--- config.mk ---
export PLATFORM = sky130hd
export DESIGN_NAME = pipeController
export DESIGN_NICKNAME = d
export VERILOG_FILES = /design/src/design/armIsaPkg.sv /design/src/design/pipeCtrlPkg.sv /design/src/design/condUnit.sv /design/src/design/flagReg.sv /design/src/design/instrDecoder.sv /design/src/design/memMask.sv /design/src/design/pipeController.sv /design/src/design/stageControl.sv
export SDC_FILE = /design/constraint.sdc
export NUM_CORES = 1
export LEC_CHECK = 0
export BUFFER_PORTS_ARGS = -buffer_cell sky130_fd_sc_hd__clkbuf_2
export CORE_ASPECT_RATIO = 1.4
export CORE_MARGIN = 2
export CORE_UTILIZATION = 54
export CTS_BUF_LIST = sky130_fd_sc_hd__clkbuf_4 sky130_fd_sc_hd__clkbuf_8
export CTS_CLUSTER_SIZE = 14
export DETAILED_ROUTE_END_ITERATION = 16
export PLACE_DENSITY = 0.84
export SLEW_MARGIN = 20
export SYNTH_ARGS = -nofsm -noshare
export SYNTH_HDL_FRONTEND = slang
export SYNTH_SLANG_ARGS = --single-unit
--- constraint.sdc ---
create_clock -name clk -period 3.47 [get_ports clk]
set_input_delay 0.347 -clock clk [delete_from_list [all_inputs] [get_ports clk]]
set_output_delay 0.347 -clock clk [all_outputs]
set_load 0.01 [all_outputs]
--- src/design/armIsaPkg.sv ---
package armIsaPkg;

  typedef logic [31:0] instrT;

  // ========================================
  // Instruction field positions
  // ========================================
  localparam int condMsb     = 31;
  localparam int condLsb     = 28;
  localparam int classMsb    = 27;
  localparam int classLsb    = 26;
  localparam int immBit      = 25;  // I bit
  localparam int opMsb       = 24;
  localparam int opLsb       = 21;
  localparam int upBit       = 23;  // Offset added when set
  localparam int byteBit     = 22;
  localparam int sLoadBit    = 20;  // S bit for data processing, L bit for transfers
  localparam int rdMsb       = 15;
  localparam int rdLsb       = 12;
  localparam int shiftRegBit = 4;   // Register-specified shift

  localparam logic [3:0] pcRegIdx = 4'd15;

  // ========================================
  // Encodings
  // ========================================
  typedef enum logic [3:0] {
    opAnd, opEor, opSub, opRsb, opAdd, opAdc, opSbc, opRsc,
    opTst, opTeq, opCmp, opCmn, opOrr, opMov, opBic, opMvn
  } aluOpE;

  // 4'hF has no entry here
  typedef enum logic [3:0] {
    condEq, condNe, condCs, condCc, condMi, condPl, condVs, condVc,
    condHi, condLs, condGe, condLt, condGt, condLe, condAl
  } condE;

  typedef enum logic [1:0] {
    dataProc  = 2'b00,
    loadStore = 2'b01,
    branch    = 2'b10,
    unused    = 2'b11
  } instrClassE;

endpackage

--- src/design/pipeCtrlPkg.sv ---
package pipeCtrlPkg;

  // ========================================
  // Status flags
  // ========================================
  localparam int flagWidth = 4;

  // Bit order is N Z C V, N at the top
  typedef logic [flagWidth-1:0] flagsT;

  localparam int flagN = 3;
  localparam int flagZ = 2;
  localparam int flagC = 1;
  localparam int flagV = 0;

  // ========================================
  // Memory byte lanes
  // ========================================
  localparam int numLanes = 4;

  typedef logic [numLanes-1:0] byteMaskT;  // One bit per byte lane
  typedef logic [1:0]          addrLowT;   // Address bits 1:0

  localparam byteMaskT fullMask = '1;  // Word access, all lanes

endpackage

--- src/design/condUnit.sv ---
`timescale 1ns/1ps

module condUnit import armIsaPkg::*, pipeCtrlPkg::*; (
  input  armIsaPkg::condE condE,
  input  logic            flagWriteE,
  input  flagsT           flagsE,
  input  flagsT           aluFlagsE,
  output logic            condExE,
  output flagsT           flagsNextE
);

  logic n;
  logic z;
  logic c;
  logic v;

  assign n = flagsE[flagN];
  assign z = flagsE[flagZ];
  assign c = flagsE[flagC];
  assign v = flagsE[flagV];

  // ========================================
  // Condition table
  // ========================================
  always_comb begin
    case (condE)
      condEq:  condExE = z;
      condNe:  condExE = !z;
      condCs:  condExE = c;
      condCc:  condExE = !c;
      condMi:  condExE = n;
      condPl:  condExE = !n;
      condVs:  condExE = v;
      condVc:  condExE = !v;
      condHi:  condExE = c & !z;
      condLs:  condExE = !c | z;
      condGe:  condExE = (n == v);
      condLt:  condExE = (n != v);
      condGt:  condExE = !z & (n == v);
      condLe:  condExE = z | (n != v);
      condAl:  condExE = 1'b1;
      default: condExE = 1'b0;  // NV never executes
    endcase
  end

  // Flags pass through unchanged unless the S bit was set
  assign flagsNextE = flagWriteE ? aluFlagsE : flagsE;

endmodule

--- src/design/flagReg.sv ---
`timescale 1ns/1ps

module flagReg import pipeCtrlPkg::*; (
  input  logic  clk,
  input  logic  rst,
  input  flagsT flagsNextM,
  input  logic  setFlagsM,
  input  flagsT flagsNextW,
  input  logic  setFlagsW,
  output flagsT flags,
  output flagsT flagsE
);

  // Architectural NZCV, written only from Writeback
  always_ff @(posedge clk) begin
    if (rst) begin
      flags <= '0;
    end else if (setFlagsW) begin
      flags <= flagsNextW;
    end
  end

  // Youngest pending update wins
  always_comb begin
    if (setFlagsM) begin
      flagsE = flagsNextM;
    end else if (setFlagsW) begin
      flagsE = flagsNextW;
    end else begin
      flagsE = flags;
    end
  end

endmodule

--- src/design/instrDecoder.sv ---
`timescale 1ns/1ps

module instrDecoder import armIsaPkg::*; (
  input  instrT instrD,
  output logic  regWriteD,
  output logic  memWriteD,
  output logic  memtoRegD,
  output logic  branchD,
  output logic  flagWriteD,
  output logic  pcSrcD,
  output logic  aluSrcD,
  output aluOpE aluControlD,
  output logic  byteD
);

  instrClassE instrClass;
  aluOpE      dpOp;
  logic       isLoad;
  logic       lsUndef;
  logic       pcIsDest;

  assign instrClass = instrClassE'(instrD[classMsb:classLsb]);
  assign dpOp       = aluOpE'(instrD[opMsb:opLsb]);
  assign isLoad     = instrD[sLoadBit];
  assign lsUndef    = instrD[immBit] & instrD[shiftRegBit];  // Reserved transfer encoding
  assign pcIsDest   = (instrD[rdMsb:rdLsb] == pcRegIdx);

  always_comb begin
    regWriteD   = 1'b0;
    memWriteD   = 1'b0;
    memtoRegD   = 1'b0;
    branchD     = 1'b0;
    flagWriteD  = 1'b0;
    aluSrcD     = 1'b0;
    aluControlD = opAnd;
    byteD       = 1'b0;

    unique case (instrClass)
      dataProc: begin
        aluControlD = dpOp;
        aluSrcD     = instrD[immBit];
        // Test and compare only touch the flags
        regWriteD   = !(dpOp inside {opTst, opTeq, opCmp, opCmn});
        flagWriteD  = instrD[sLoadBit];
      end

      loadStore: begin
        if (!lsUndef) begin
          memtoRegD   = isLoad;
          regWriteD   = isLoad;
          memWriteD   = !isLoad;
          aluSrcD     = !instrD[immBit];  // I bit clear means a 12-bit immediate offset
          aluControlD = instrD[upBit] ? opAdd : opSub;
          byteD       = instrD[byteBit];
        end
      end

      branch: begin
        branchD     = 1'b1;
        aluSrcD     = 1'b1;  // PC plus the word offset
        aluControlD = opAdd;
      end

      unused: begin
        // Coprocessor and SWI space, decoded as a no-op
      end
    endcase
  end

  // Any write to R15 redirects fetch
  assign pcSrcD = branchD | (regWriteD & pcIsDest);

endmodule

--- src/design/memMask.sv ---
`timescale 1ns/1ps

module memMask import pipeCtrlPkg::*; (
  input  logic     byteE,
  input  addrLowT  aluResultLowE,
  output byteMaskT byteMaskE
);

  always_comb begin
    if (byteE) begin
      // Little-endian, lane 0 holds address offset 0
      byteMaskE                = '0;
      byteMaskE[aluResultLowE] = 1'b1;
    end else begin
      byteMaskE = fullMask;
    end
  end

endmodule

--- src/design/pipeController.sv ---
`timescale 1ns/1ps

module pipeController import armIsaPkg::*, pipeCtrlPkg::*; (
  input  logic     clk,
  input  logic     rst,
  input  logic     instrValid,
  input  instrT    instrD,
  input  flagsT    aluFlagsE,
  input  addrLowT  aluResultLowE,
  output logic     branchTakenE,
  output logic     aluSrcE,
  output aluOpE    aluControlE,
  output logic     memWriteM,
  output byteMaskT byteMaskM,
  output logic     regWriteW,
  output logic     memtoRegW,
  output logic     pcSrcW,
  output logic     pcWrPendingF,
  output flagsT    flags
);

  // Decode outputs
  logic  regWriteD, memWriteD, memtoRegD, branchD, flagWriteD, pcSrcD;
  logic  aluSrcD, byteD;
  aluOpE aluControlD;

  // Execute side
  armIsaPkg::condE condE;
  logic            flagWriteE, byteE, condExE;
  flagsT           flagsE, flagsNextE;
  byteMaskT        byteMaskE;

  // Flag pipeline
  flagsT flagsNextM, flagsNextW;
  logic  setFlagsM, setFlagsW;

  instrDecoder decoder (
    .instrD      (instrD),
    .regWriteD   (regWriteD),
    .memWriteD   (memWriteD),
    .memtoRegD   (memtoRegD),
    .branchD     (branchD),
    .flagWriteD  (flagWriteD),
    .pcSrcD      (pcSrcD),
    .aluSrcD     (aluSrcD),
    .aluControlD (aluControlD),
    .byteD       (byteD)
  );

  stageControl stages (
    .clk          (clk),
    .rst          (rst),
    .instrValid   (instrValid),
    .condD        (armIsaPkg::condE'(instrD[condMsb:condLsb])),
    .regWriteD    (regWriteD),
    .memWriteD    (memWriteD),
    .memtoRegD    (memtoRegD),
    .branchD      (branchD),
    .flagWriteD   (flagWriteD),
    .pcSrcD       (pcSrcD),
    .aluSrcD      (aluSrcD),
    .aluControlD  (aluControlD),
    .byteD        (byteD),
    .condExE      (condExE),
    .flagsNextE   (flagsNextE),
    .byteMaskE    (byteMaskE),
    .condE        (condE),
    .flagWriteE   (flagWriteE),
    .byteE        (byteE),
    .aluSrcE      (aluSrcE),
    .aluControlE  (aluControlE),
    .branchTakenE (branchTakenE),
    .memWriteM    (memWriteM),
    .byteMaskM    (byteMaskM),
    .regWriteW    (regWriteW),
    .memtoRegW    (memtoRegW),
    .pcSrcW       (pcSrcW),
    .pcWrPendingF (pcWrPendingF),
    .flagsNextM   (flagsNextM),
    .setFlagsM    (setFlagsM),
    .flagsNextW   (flagsNextW),
    .setFlagsW    (setFlagsW)
  );

  condUnit cond (
    .condE      (condE),
    .flagWriteE (flagWriteE),
    .flagsE     (flagsE),
    .aluFlagsE  (aluFlagsE),
    .condExE    (condExE),
    .flagsNextE (flagsNextE)
  );

  memMask mask (
    .byteE         (byteE),
    .aluResultLowE (aluResultLowE),
    .byteMaskE     (byteMaskE)
  );

  flagReg nzcv (
    .clk        (clk),
    .rst        (rst),
    .flagsNextM (flagsNextM),
    .setFlagsM  (setFlagsM),
    .flagsNextW (flagsNextW),
    .setFlagsW  (setFlagsW),
    .flags      (flags),
    .flagsE     (flagsE)
  );

endmodule

--- src/design/stageControl.sv ---
`timescale 1ns/1ps

module stageControl import armIsaPkg::*, pipeCtrlPkg::*; (
  input  logic            clk,
  input  logic            rst,
  input  logic            instrValid,
  input  armIsaPkg::condE condD,
  input  logic            regWriteD,
  input  logic            memWriteD,
  input  logic            memtoRegD,
  input  logic            branchD,
  input  logic            flagWriteD,
  input  logic            pcSrcD,
  input  logic            aluSrcD,
  input  aluOpE           aluControlD,
  input  logic            byteD,
  input  logic            condExE,
  input  flagsT           flagsNextE,
  input  byteMaskT        byteMaskE,
  output armIsaPkg::condE condE,
  output logic            flagWriteE,
  output logic            byteE,
  output logic            aluSrcE,
  output aluOpE           aluControlE,
  output logic            branchTakenE,
  output logic            memWriteM,
  output byteMaskT        byteMaskM,
  output logic            regWriteW,
  output logic            memtoRegW,
  output logic            pcSrcW,
  output logic            pcWrPendingF,
  output flagsT           flagsNextM,
  output logic            setFlagsM,
  output flagsT           flagsNextW,
  output logic            setFlagsW
);

  logic regWriteE, memWriteE, memtoRegE, branchE, pcSrcE;
  logic regWriteGatedE, memWriteGatedE, pcSrcGatedE, setFlagsE;
  logic regWriteM, memtoRegM, pcSrcM;

  // ========================================
  // Execute
  // ========================================
  always_ff @(posedge clk) begin
    if (rst || !instrValid) begin  // No strobe loads a bubble
      condE       <= condEq;
      regWriteE   <= 1'b0;
      memWriteE   <= 1'b0;
      memtoRegE   <= 1'b0;
      branchE     <= 1'b0;
      flagWriteE  <= 1'b0;
      pcSrcE      <= 1'b0;
      aluSrcE     <= 1'b0;
      aluControlE <= opAnd;
      byteE       <= 1'b0;
    end else begin
      condE       <= condD;
      regWriteE   <= regWriteD;
      memWriteE   <= memWriteD;
      memtoRegE   <= memtoRegD;
      branchE     <= branchD;
      flagWriteE  <= flagWriteD;
      pcSrcE      <= pcSrcD;
      aluSrcE     <= aluSrcD;
      aluControlE <= aluControlD;
      byteE       <= byteD;
    end
  end

  // Condition gating of every architectural write
  assign regWriteGatedE = regWriteE & condExE;
  assign memWriteGatedE = memWriteE & condExE;
  assign pcSrcGatedE    = pcSrcE & condExE;
  assign setFlagsE      = flagWriteE & condExE;
  assign branchTakenE   = branchE & condExE;

  // ========================================
  // Memory and Writeback
  // ========================================
  always_ff @(posedge clk) begin
    if (rst) begin
      memWriteM <= 1'b0;
      memtoRegM <= 1'b0;
      regWriteM <= 1'b0;
      pcSrcM    <= 1'b0;
      setFlagsM <= 1'b0;
      byteMaskM <= '0;
      regWriteW <= 1'b0;
      memtoRegW <= 1'b0;
      pcSrcW    <= 1'b0;
      setFlagsW <= 1'b0;
    end else begin
      memWriteM <= memWriteGatedE;
      memtoRegM <= memtoRegE;
      regWriteM <= regWriteGatedE;
      pcSrcM    <= pcSrcGatedE;
      setFlagsM <= setFlagsE;
      byteMaskM <= byteMaskE;
      regWriteW <= regWriteM;
      memtoRegW <= memtoRegM;
      pcSrcW    <= pcSrcM;
      setFlagsW <= setFlagsM;
    end
  end

  // Flag values follow the instruction into Memory and Writeback
  always_ff @(posedge clk) begin
    flagsNextM <= flagsNextE;
    flagsNextW <= flagsNextM;
  end

  // Fetch must wait while a PC write is still in flight
  assign pcWrPendingF = (instrValid & pcSrcD) | pcSrcE | pcSrcM;

endmodule

==> results of run 1 <==
-- worst register-to-register path, cell delays in order (launching register included) --
cell and delay, ps:
dfxtp_1 500, mux2_4 350, mux4_2 520, xnor2_2 160
or4b_4 500, a31oi_1 190
-- power by group through the flow --
| stage | clock (mW) | sequential (mW) | combinational (mW) |
|---|---|---|---|
| finish | 0.303 | 0.487 | 0.0551 |
| global route | 0.333 | 0.488 | 0.0624 |
| CTS | 0.312 | 0.486 | 0.0556 |
| detailed placement | 0 | 0.497 | 0.0552 |
| global placement | 0 | 0.497 | 0.0531 |
| floorplan | 0 | 0.497 | 0.0285 |
-- worst max-delay path by stage --
stage | to | startpoint | slack, ps
final | branchTakenE | stages.setFlagsW | 760
after global routing | branchTakenE | stages.setFlagsW | 640
after CTS | branchTakenE | stages.setFlagsW | 740
after detailed placement | branchTakenE | stages.setFlagsW | 1070
after global placement | branchTakenE | stages.setFlagsW | 1090
after floorplan | branchTakenE | stages.setFlagsW | 1320
-- cell type report --
class / count / area [sq um] / share of cell area, %
inverter: 8 / 30.0 / 1.55
multi-input combinational: 108 / 731 / 37.7
timing repair buffer: 44 / 220 / 11.4
clock inverter: 1 / 7.51 / 0.387
clock buffer: 6 / 82.6 / 4.26
tap: 37 / 46.3 / 2.39
sequential: 41 / 821 / 42.3
-- routing by layer --
layer	vias up	track usage, %	wire [um]	part of all wire [%]
met5	-	0	0	0
met4	0	9.38	55	1.8
met3	5	4.96	164	5.5
met2	37	38.3	1660	56
met1	589	18.6	1090	37
li1	663	-	-	-
-- cell families after synthesis --
family | synth area share [%]
buf+inv | 3.73
simple gates | 21.5
flops | 50.9
compound gates | 14.4
xor+xnor | 3.18
mux | 6.21
-- stage by stage --
step	worst slack (ps)	cell area, sq um
finish	761	1940
global route	645	1940
CTS	738	1940
detailed placement	1070	1850
global placement	1090	1850
floorplan	1320	1610
-- cell usage in the layout, fill, tap and decap left out, types with 5 or more instances in the layout --
| cell type | Yosys | final |
|---|---|---|
| a21oi_1 | 6 | 6 |
| a31oi_1 | 6 | 6 |
| and2_1 | 5 | 5 |
| and3_1 | 6 | 6 |
| clkbuf_2 | 0 | 44 |
| clkbuf_8 | 0 | 6 |
| dfxtp_1 | 41 | 41 |
| inv_1 | 7 | 7 |
| nand2_1 | 9 | 9 |
| nor2_1 | 14 | 14 |
| nor2b_1 | 10 | 10 |
-- registers in the layout, summed over array words and instances (netlist names), 4 cells and up --
signal	count
stages.flagsNextM	4
stages.flagsNextW	4
nzcv.flags	4
stages.byteMaskM	4
stages.aluControlE	4
stages.condE	4
==> results.cfg, run 1 <==
[outcome]
status = completed

[flow_run]
maxCapViolCount = 0

[power_and_ir_drop]
pwr-share-clk_pct = 35.9
pwr-share-seq_pct = 57.6
powerDensity_nw_per_um2 = 436
p_sw_mw = 0.181
ir_drop_mv = 0.244
comb_power_share_pct = 6.5
total_power_mw = 0.845
p_leak_nw = 0.875
intPower_mw = 0.663
swShare_pct = 21.5

[min_path]
hold_class = input pin to register
min_path_cells = 2
min_to = stages.flagsNextM[0]
min_from = aluFlagsE[0]

[worst_setup_path]
crit-reg2reg-launch = stages.setFlagsW
worst_path_max_delay_cell = mux4_2
path_depth = 6
reg2reg_to = stages.memWriteM
cpPeakStageDelay_ps = 520
r2r_cells = 5
cp_data_arrival_time_ps = 2360
critPathBufInv = 1
r2r_slack_ps = 1170
required_ps = 3120
crit_family = multiplexers
critPathCaptureType = output pin
crit_type = register to output pin
path_cells = mux2_4, mux4_2, xnor2_2, nor3b_1, o31a_1, clkbuf_2
cp_max_fo = 7
cp-start-kind = register

[detailed_routing]
wl_um = 2970
drtAntennaViolNets = 0
route.detailed.wl_per_inst_um = 12.1
dr.pass1.iters = 4
vias = 1294
drc = 0
vias_per_cell = 5.28
drtIter0Drc = 19

[yosys]
ys_top_cells_by_count = dfxtp_1, nor2_1, nor2b_1
syn_area_sq_um = 1610
synth-async-reset-ratio_pct = 0
synthTopCellsByArea = dfxtp_1, nor2b_1, nor2_1
synthCells = 163
yosys.area.top_type = dfxtp_1
yosys_warnings = 0
synth.most_common_cell = dfxtp_1
synthesis.nets = 204
avgSynthCellArea_sq_um = 9.89
yosysTopAreaCellShare_pct = 50.9
ys.flop_type = dfxtp_1
ys_ff_latch = 41
ys_seq_area_share_pct = 50.9
yosysUniqueCellTypes = 42
synth_edf_count = 0

[sta]
fin_crit_sh_pct = 78.1
whs_ps = 253
maxSlewViolCount = 0
fmax_ghz = 0.369
setup_viol = 0
period_needed_ps = 2710
hold_viol_final = 0
grt_setup_unrepaired = no
fin_skew_ps = 4.22
tightest_slew_ps = 595
setup-tns-final_ps = 0
relSlewSlack_pct = 60.3

[cts]
path_clk_slew_ps = 70
ctsHoldBuffers = 0
clock_path_buffers = 2
cts_tree = done
post_cts_buffers = 0
root_buffer = clkbuf_8
clkSinkCount = 41
cts_made_buffers = 5
cts_htree_levels = 2
clock_latency_ps = 290
cts_resized = 0

[floorplan]
coreArea_sq_um = 2850
die-height_um = 68.6
initial_core_util_pct = 56.6
die_width_um = 50.2
rows = 23
ios = 60
dieArea_sq_um = 3440

[global_routing]
grt_first_pass_wirelength_um = 5040
grtUsageTotal_pct = 19.5
grt-ovfl-total = 0
grt_pass1_vias = 1265
antenna_found_initial = 0
grt_max_degree = 20

[place]
io_buffer_count = 44
gp_congestion = 0.831
dp_hpwl_um = 2390
post-place-cells = 238

[finish]
finalCoreUtilization_pct = 68.0
area_growth_pct = 20.3
final_nets = 249
stdcell_count = 245
diodes = 0
n_fill_cell = 230
layout-drive-gt1-share_pct = 27.9
Power figures use the tool's default switching activity.
==> inputs of run 2 (changes only) <==
Settings changed: CORE_UTILIZATION 54 to 50, PLACE_DENSITY 0.84 to 0.79.
Clock period 3.47 ns to 2.56 ns, I/O delays scaled along.
==> run 2 against run 1 <==
Net effect:
- sequential cell count unchanged
- clock skew is essentially flat
- sequential power rose by 35%
- largest cell class unchanged
- largest power group unchanged
- design area up 2.5%
==> results.cfg, run 2 (same netlist as run 1, synthesis figures left out) <==
[detailed_routing]
route.detailed.wl_per_inst_um = 12.3
vias = 1308
drc = 0
drtAntennaViolNets = 0
wl_um = 3070
vias_per_cell = 5.25
dr.pass1.iters = 5
drtIter0Drc = 24

[worst_setup_path]
path_cells = mux2_4, mux4_2, xnor2_2, nor3b_2, o31a_1, buf_2
critPathCaptureType = output pin
r2r_cells = 5
cp_max_fo = 7
crit-reg2reg-launch = stages.setFlagsW
cp-start-kind = register
reg2reg_to = stages.setFlagsM
r2r_slack_ps = 360
critPathBufInv = 1
cpPeakStageDelay_ps = 520
crit_type = register to output pin
cp_data_arrival_time_ps = 2230
crit_family = multiplexers
required_ps = 2300
worst_path_max_delay_cell = mux4_2

[place]
post-place-cells = 240
io_buffer_count = 44
gp_congestion = 0.809
dpl_cell_area_sq_um = 1850
dp_hpwl_um = 2340
pre_cts_slack_ps = 254

[finish]
design_area_sq_um = 1990
diodes = 0
n_fill_cell = 282
area_growth_pct = 23.3
layout-drive-gt1-share_pct = 29.5
final_nets = 250
final_cell_mix = clkbuf_2, dfxtp_1, nor2_1
multiInputGateArea_sq_um = 736
mostFrequentLayoutCell = clkbuf_2
stdcell_count = 249
seqCellArea_sq_um = 825

[sta]
fin_skew_ps = 4.59
maxSlewViolCount = 0
fin_crit_sh_pct = 97.3
period_needed_ps = 2490
relSlewSlack_pct = 67.3
hold_viol_final = 0
fmax_ghz = 0.401
setup_ws_ps = 69.1
setup_viol = 0
tightest_slew_ps = 490

[cts]
root_buffer = clkbuf_8
ctsHoldBuffers = 0
clkSinkCount = 41
cts_tree = done
cts_made_buffers = 5
cts_htree_levels = 2
path_clk_slew_ps = 80
clock_path_buffers = 2
clock_latency_ps = 290

[floorplan]
die_width_um = 52.0
coreArea_sq_um = 3090
initial_core_util_pct = 52.1
rows = 24
die-height_um = 71.2
ios = 60
dieArea_sq_um = 3700

[min_path]
hold_class = input pin to register
min_to = stages.flagsNextM[0]
min_path_cells = 2
min_from = aluFlagsE[0]

[global_routing]
grt-ovfl-total = 0
grt_first_pass_wirelength_um = 5480
grtUsageTotal_pct = 19.7
antenna_found_initial = 0
grt_max_degree = 20
grt_pass1_vias = 1287

[power_and_ir_drop]
swShare_pct = 20.4
total_power_mw = 1.26
comb_power_share_pct = 5.9
intPower_mw = 1.00
pwr-share-clk_pct = 41.8
p_leak_nw = 0.900
ir_drop_mv = 0.554
pwr-share-seq_pct = 52.3
powerDensity_nw_per_um2 = 634
p_sw_mw = 0.258

[outcome]
status = completed

[flow_run]
maxCapViolCount = 0
## run 2: cell types whose count changed in the layout (fill, tap and decap cells not counted)
| cell | previous run | this run |
|---|---|---|
| dfxtp_4 | 0 | 1 |
| buf_4 | 0 | 1 |
| clkbuf_2 | 44 | 43 |
| nor3b_2 | 0 | 1 |
| nor3b_1 | 1 | 0 |
| dfxtp_1 | 41 | 40 |
| buf_2 | 0 | 1 |
| bufinv_16 | 0 | 1 |
## run 2: routing by layer
layer / vias to the layer above / track usage (%) / part of all wire, %
met3: 5 / 6.12 / 6.7
met2: 40 / 34.9 / 51
met1: 595 / 21.8 / 41
met4: 0 / 6.14 / 1.4
met5: - / 0 / 0
li1: 668 / - / -
## run 2: metrics by stage
| stage | setup TNS, ps | hold WS, ps | utilization, % |
|---|---|---|---|
| floorplan | 0 | 331 | - |
| global placement | 0 | 339 | 59.8 |
| detailed placement | 0 | 338 | 59.8 |
| CTS | 0 | 160 | 63.8 |
| global route | -4.11 | 160 | 64.2 |
| finish | 0 | 163 | 64.2 |
## run 2: cell type report
cell class                      instances  area share [%]
Clock buffer                            6            4.16
Clock inverter                          2            1.89
Inverter                                8            1.51
Multi-Input combinational cell        108            37.0
Sequential cell                        41            41.5
Tap cell                               39            2.46
Timing Repair Buffer                   45            11.5
## run 2: what timing repair did
item | CTS | global route
endpoints found under the setup margin | 1 | 1
resized for setup | 1 | 3
setup buffers | 0 | 1
pin swaps | 1 | 3
## run 2: worst max path at each step
| stage | start | endpoint | depth (start not counted) |
|---|---|---|---|
| final | stages.setFlagsW | branchTakenE | 6 |
| after global routing | stages.setFlagsW | branchTakenE | 6 |
| after floorplan | stages.setFlagsW | branchTakenE | 6 |
| after CTS | stages.setFlagsW | branchTakenE | 6 |
| after detailed placement | stages.setFlagsW | branchTakenE | 6 |
| after global placement | stages.setFlagsW | branchTakenE | 6 |
## run 2: power groups by stage
stage          Sequential [mW]  Clock (mW)  Combinational, mW
2_1_floorplan            0.674           0             0.0386
3_3_place_gp             0.673           0             0.0722
3_5_place_dp             0.674           0             0.0751
4_1_cts                  0.659       0.537             0.0753
5_1_grt                  0.661       0.564             0.0851
6_report                 0.659       0.526             0.0748
## run 2: worst reg2reg max path, stage by stage, from the launching register on
cell and delay (ps):
dfxtp_4 400, mux2_4 320, mux4_2 520, xnor2_2 190, or4b_4 510, a31oi_1 190
==> inputs of run 3 (changes only) <==
Settings changed: SYNTH_HIERARCHICAL from default to 1.
==> run 3 against run 2 <==
Net effect:
- the run now ends with negative setup slack left
- clock skew up 2.0 ps
- synthesized area up 0.16%
- count of clock-buffer cells in the layout is 1 lower
- critical path depth increased by 2
- global-route usage down 0.87 points
- routed wire length is 4.4% lower
- power shrank 9.5%
- hold slack better by 6.9 ps
- sequential power hardly changed
- non-clock buffer count grew 2
- first-iteration DRC count decreased by 17%
- via count is 9.5% lower
==> results.cfg, run 3 <==
[floorplan]
die_width_um = 52.0
coreArea_sq_um = 3090
dieArea_sq_um = 3710
ios = 60
rows = 24
initial_core_util_pct = 52.2
die-height_um = 71.2

[detailed_routing]
vias = 1184
drtAntennaViolNets = 0
route.detailed.wl_per_inst_um = 12.6
drc = 0
wl_um = 2930
vias_per_cell = 5.08
dr.pass1.iters = 3
drtIter0Drc = 20

[yosys]
synth-async-reset-ratio_pct = 0
ys_ff_latch = 41
ys_seq_area_share_pct = 50.9
synthTopCellsByArea = dfxtp_1, and3b_1, mux2_2
yosys_warnings = 6
syn_area_sq_um = 1610
avgSynthCellArea_sq_um = 11.1
yosys.area.top_type = dfxtp_1
ys.flop_type = dfxtp_1
yosysTopAreaCellShare_pct = 50.9
yosysUniqueCellTypes = 34
ys_top_cells_by_count = dfxtp_1, and3b_1, nor2b_1
synth.most_common_cell = dfxtp_1
synthesis.nets = 186
synthCells = 145
synth_edf_count = 0

[worst_setup_path]
critPathBufInv = 1
crit_family = multiplexers
cp_max_fo = 4
crit_type = register to output pin
cp_data_arrival_time_ps = 2410
path_cells = mux2_4, mux2_4, xnor2_4, xnor2_1, o32ai_2, a311o_1, and2_1, clkbuf_2
cp_common_cell = mux2_4
critPathCaptureType = output pin
worst_path_max_delay_cell = dfxtp_4
cp-start-kind = register
cpPeakStageDelay_ps = 380
required_ps = 2300

[sta]
fin_crit_sh_pct = 104
hold_viol_final = 0
setup_viol = 1
tightest_slew_ps = 509
fmax_ghz = 0.375
period_needed_ps = 2670
maxSlewViolCount = 0
fin_skew_ps = 6.61
setup_ws_ps = -107
grt_setup_unrepaired = yes
relSlewSlack_pct = 66.1

[cts]
cts_tree = done
cts_made_buffers = 5
root_buffer = clkbuf_8
clock_latency_ps = 290
cts_htree_levels = 2
clkSinkCount = 41
clock_path_buffers = 2
path_clk_slew_ps = 80

[finish]
area_growth_pct = 25.3
mostFrequentLayoutCell = clkbuf_2
final_nets = 234
layout-drive-gt1-share_pct = 39.2
design_area_sq_um = 2020
final_cell_mix = clkbuf_2, dfxtp_1, and3b_1
finalCoreUtilization_pct = 65.4
diodes = 0

[global_routing]
grt_first_pass_wirelength_um = 5210
grt_pass1_vias = 1251
grt_max_degree = 34
antenna_found_initial = 0
grtUsageTotal_pct = 18.8
grt-ovfl-total = 0

[min_path]
hold_class = input pin to register

[power_and_ir_drop]
p_leak_nw = 0.985
powerDensity_nw_per_um2 = 563
total_power_mw = 1.14
ir_drop_mv = 0.386

[outcome]
violations = negative setup slack
status = finished with violations

[place]
io_buffer_count = 44
dpl_cell_area_sq_um = 1830
gp_congestion = 0.786
dp_hpwl_um = 2150

[flow_run]
maxCapViolCount = 0
run 3: timing repair:
action                                  4_1_cts  5_1_grt
endpoints found under the setup margin        1        1
resized for setup                            16        0
buffers inserted                              3        0
hold buffers                                  0        0
pin swaps                                     2        2
run 3: final timing paths:
check	depth (start not counted)	from	slack, ps	end
worst max-delay path	8	stages/setFlagsW	-110	branchTakenE
worst min-delay path	2	aluFlagsE[3]	170	stages/flagsNextM[3]
worst max register to register	9	stages/setFlagsW	150	stages/setFlagsM
worst min register to register	0	stages/flagsNextM[0]	350	stages/flagsNextW[0]
run 3: area by class of cell:
| type | instances | area [sq um] |
|---|---|---|
| tap | 39 | 48.8 |
| clock buffer | 5 | 68.8 |
| timing repair buffer | 47 | 243 |
| clock inverter | 3 | 17.5 |
| multi-input combinational | 92 | 798 |
| inverter | 6 | 22.5 |
| sequential | 41 | 825 |
| fill | 258 | 1070 |
run 3: cell families (layout without fill, tap and decap cells):
logic type	Yosys count	count (layout)	synth area share, %
muxes	13	13	9.07
and+or+nand+nor	57	57	24.3
AOI/OAI and AO/OA	15	15	7.29
DFF	41	41	50.9
buffers and inverters	12	61	4.73
xor gates and xnor gates	7	7	3.80
run 3: per-stage QoR:
stage	hold WS, ps	std cells	worst slack, ps	setup TNS, ps
after floorplan	326	145	319	0
after global placement	328	222	68.3	0
after detailed placement	331	222	5.96	0
after CTS	162	233	-131	-131
after global routing	178	233	-204	-204
final	170	233	-107	-107
run 3: layer usage:
layer  GRT usage [%]  vias to the layer above  wire, um
met4            8.77                        0        74
met3            5.83                        9       194
li1                -                      595         -
met2            34.5                       40      1570
met1            18.5                      540      1090
met5               0                        -         0
run 3: report_power, final:
| part | switching, mW | internal [mW] |
|---|---|---|
| registers | 0.00914 | 0.649 |
| logic | 0.0416 | 0.0447 |
| clock network | 0.207 | 0.188 |
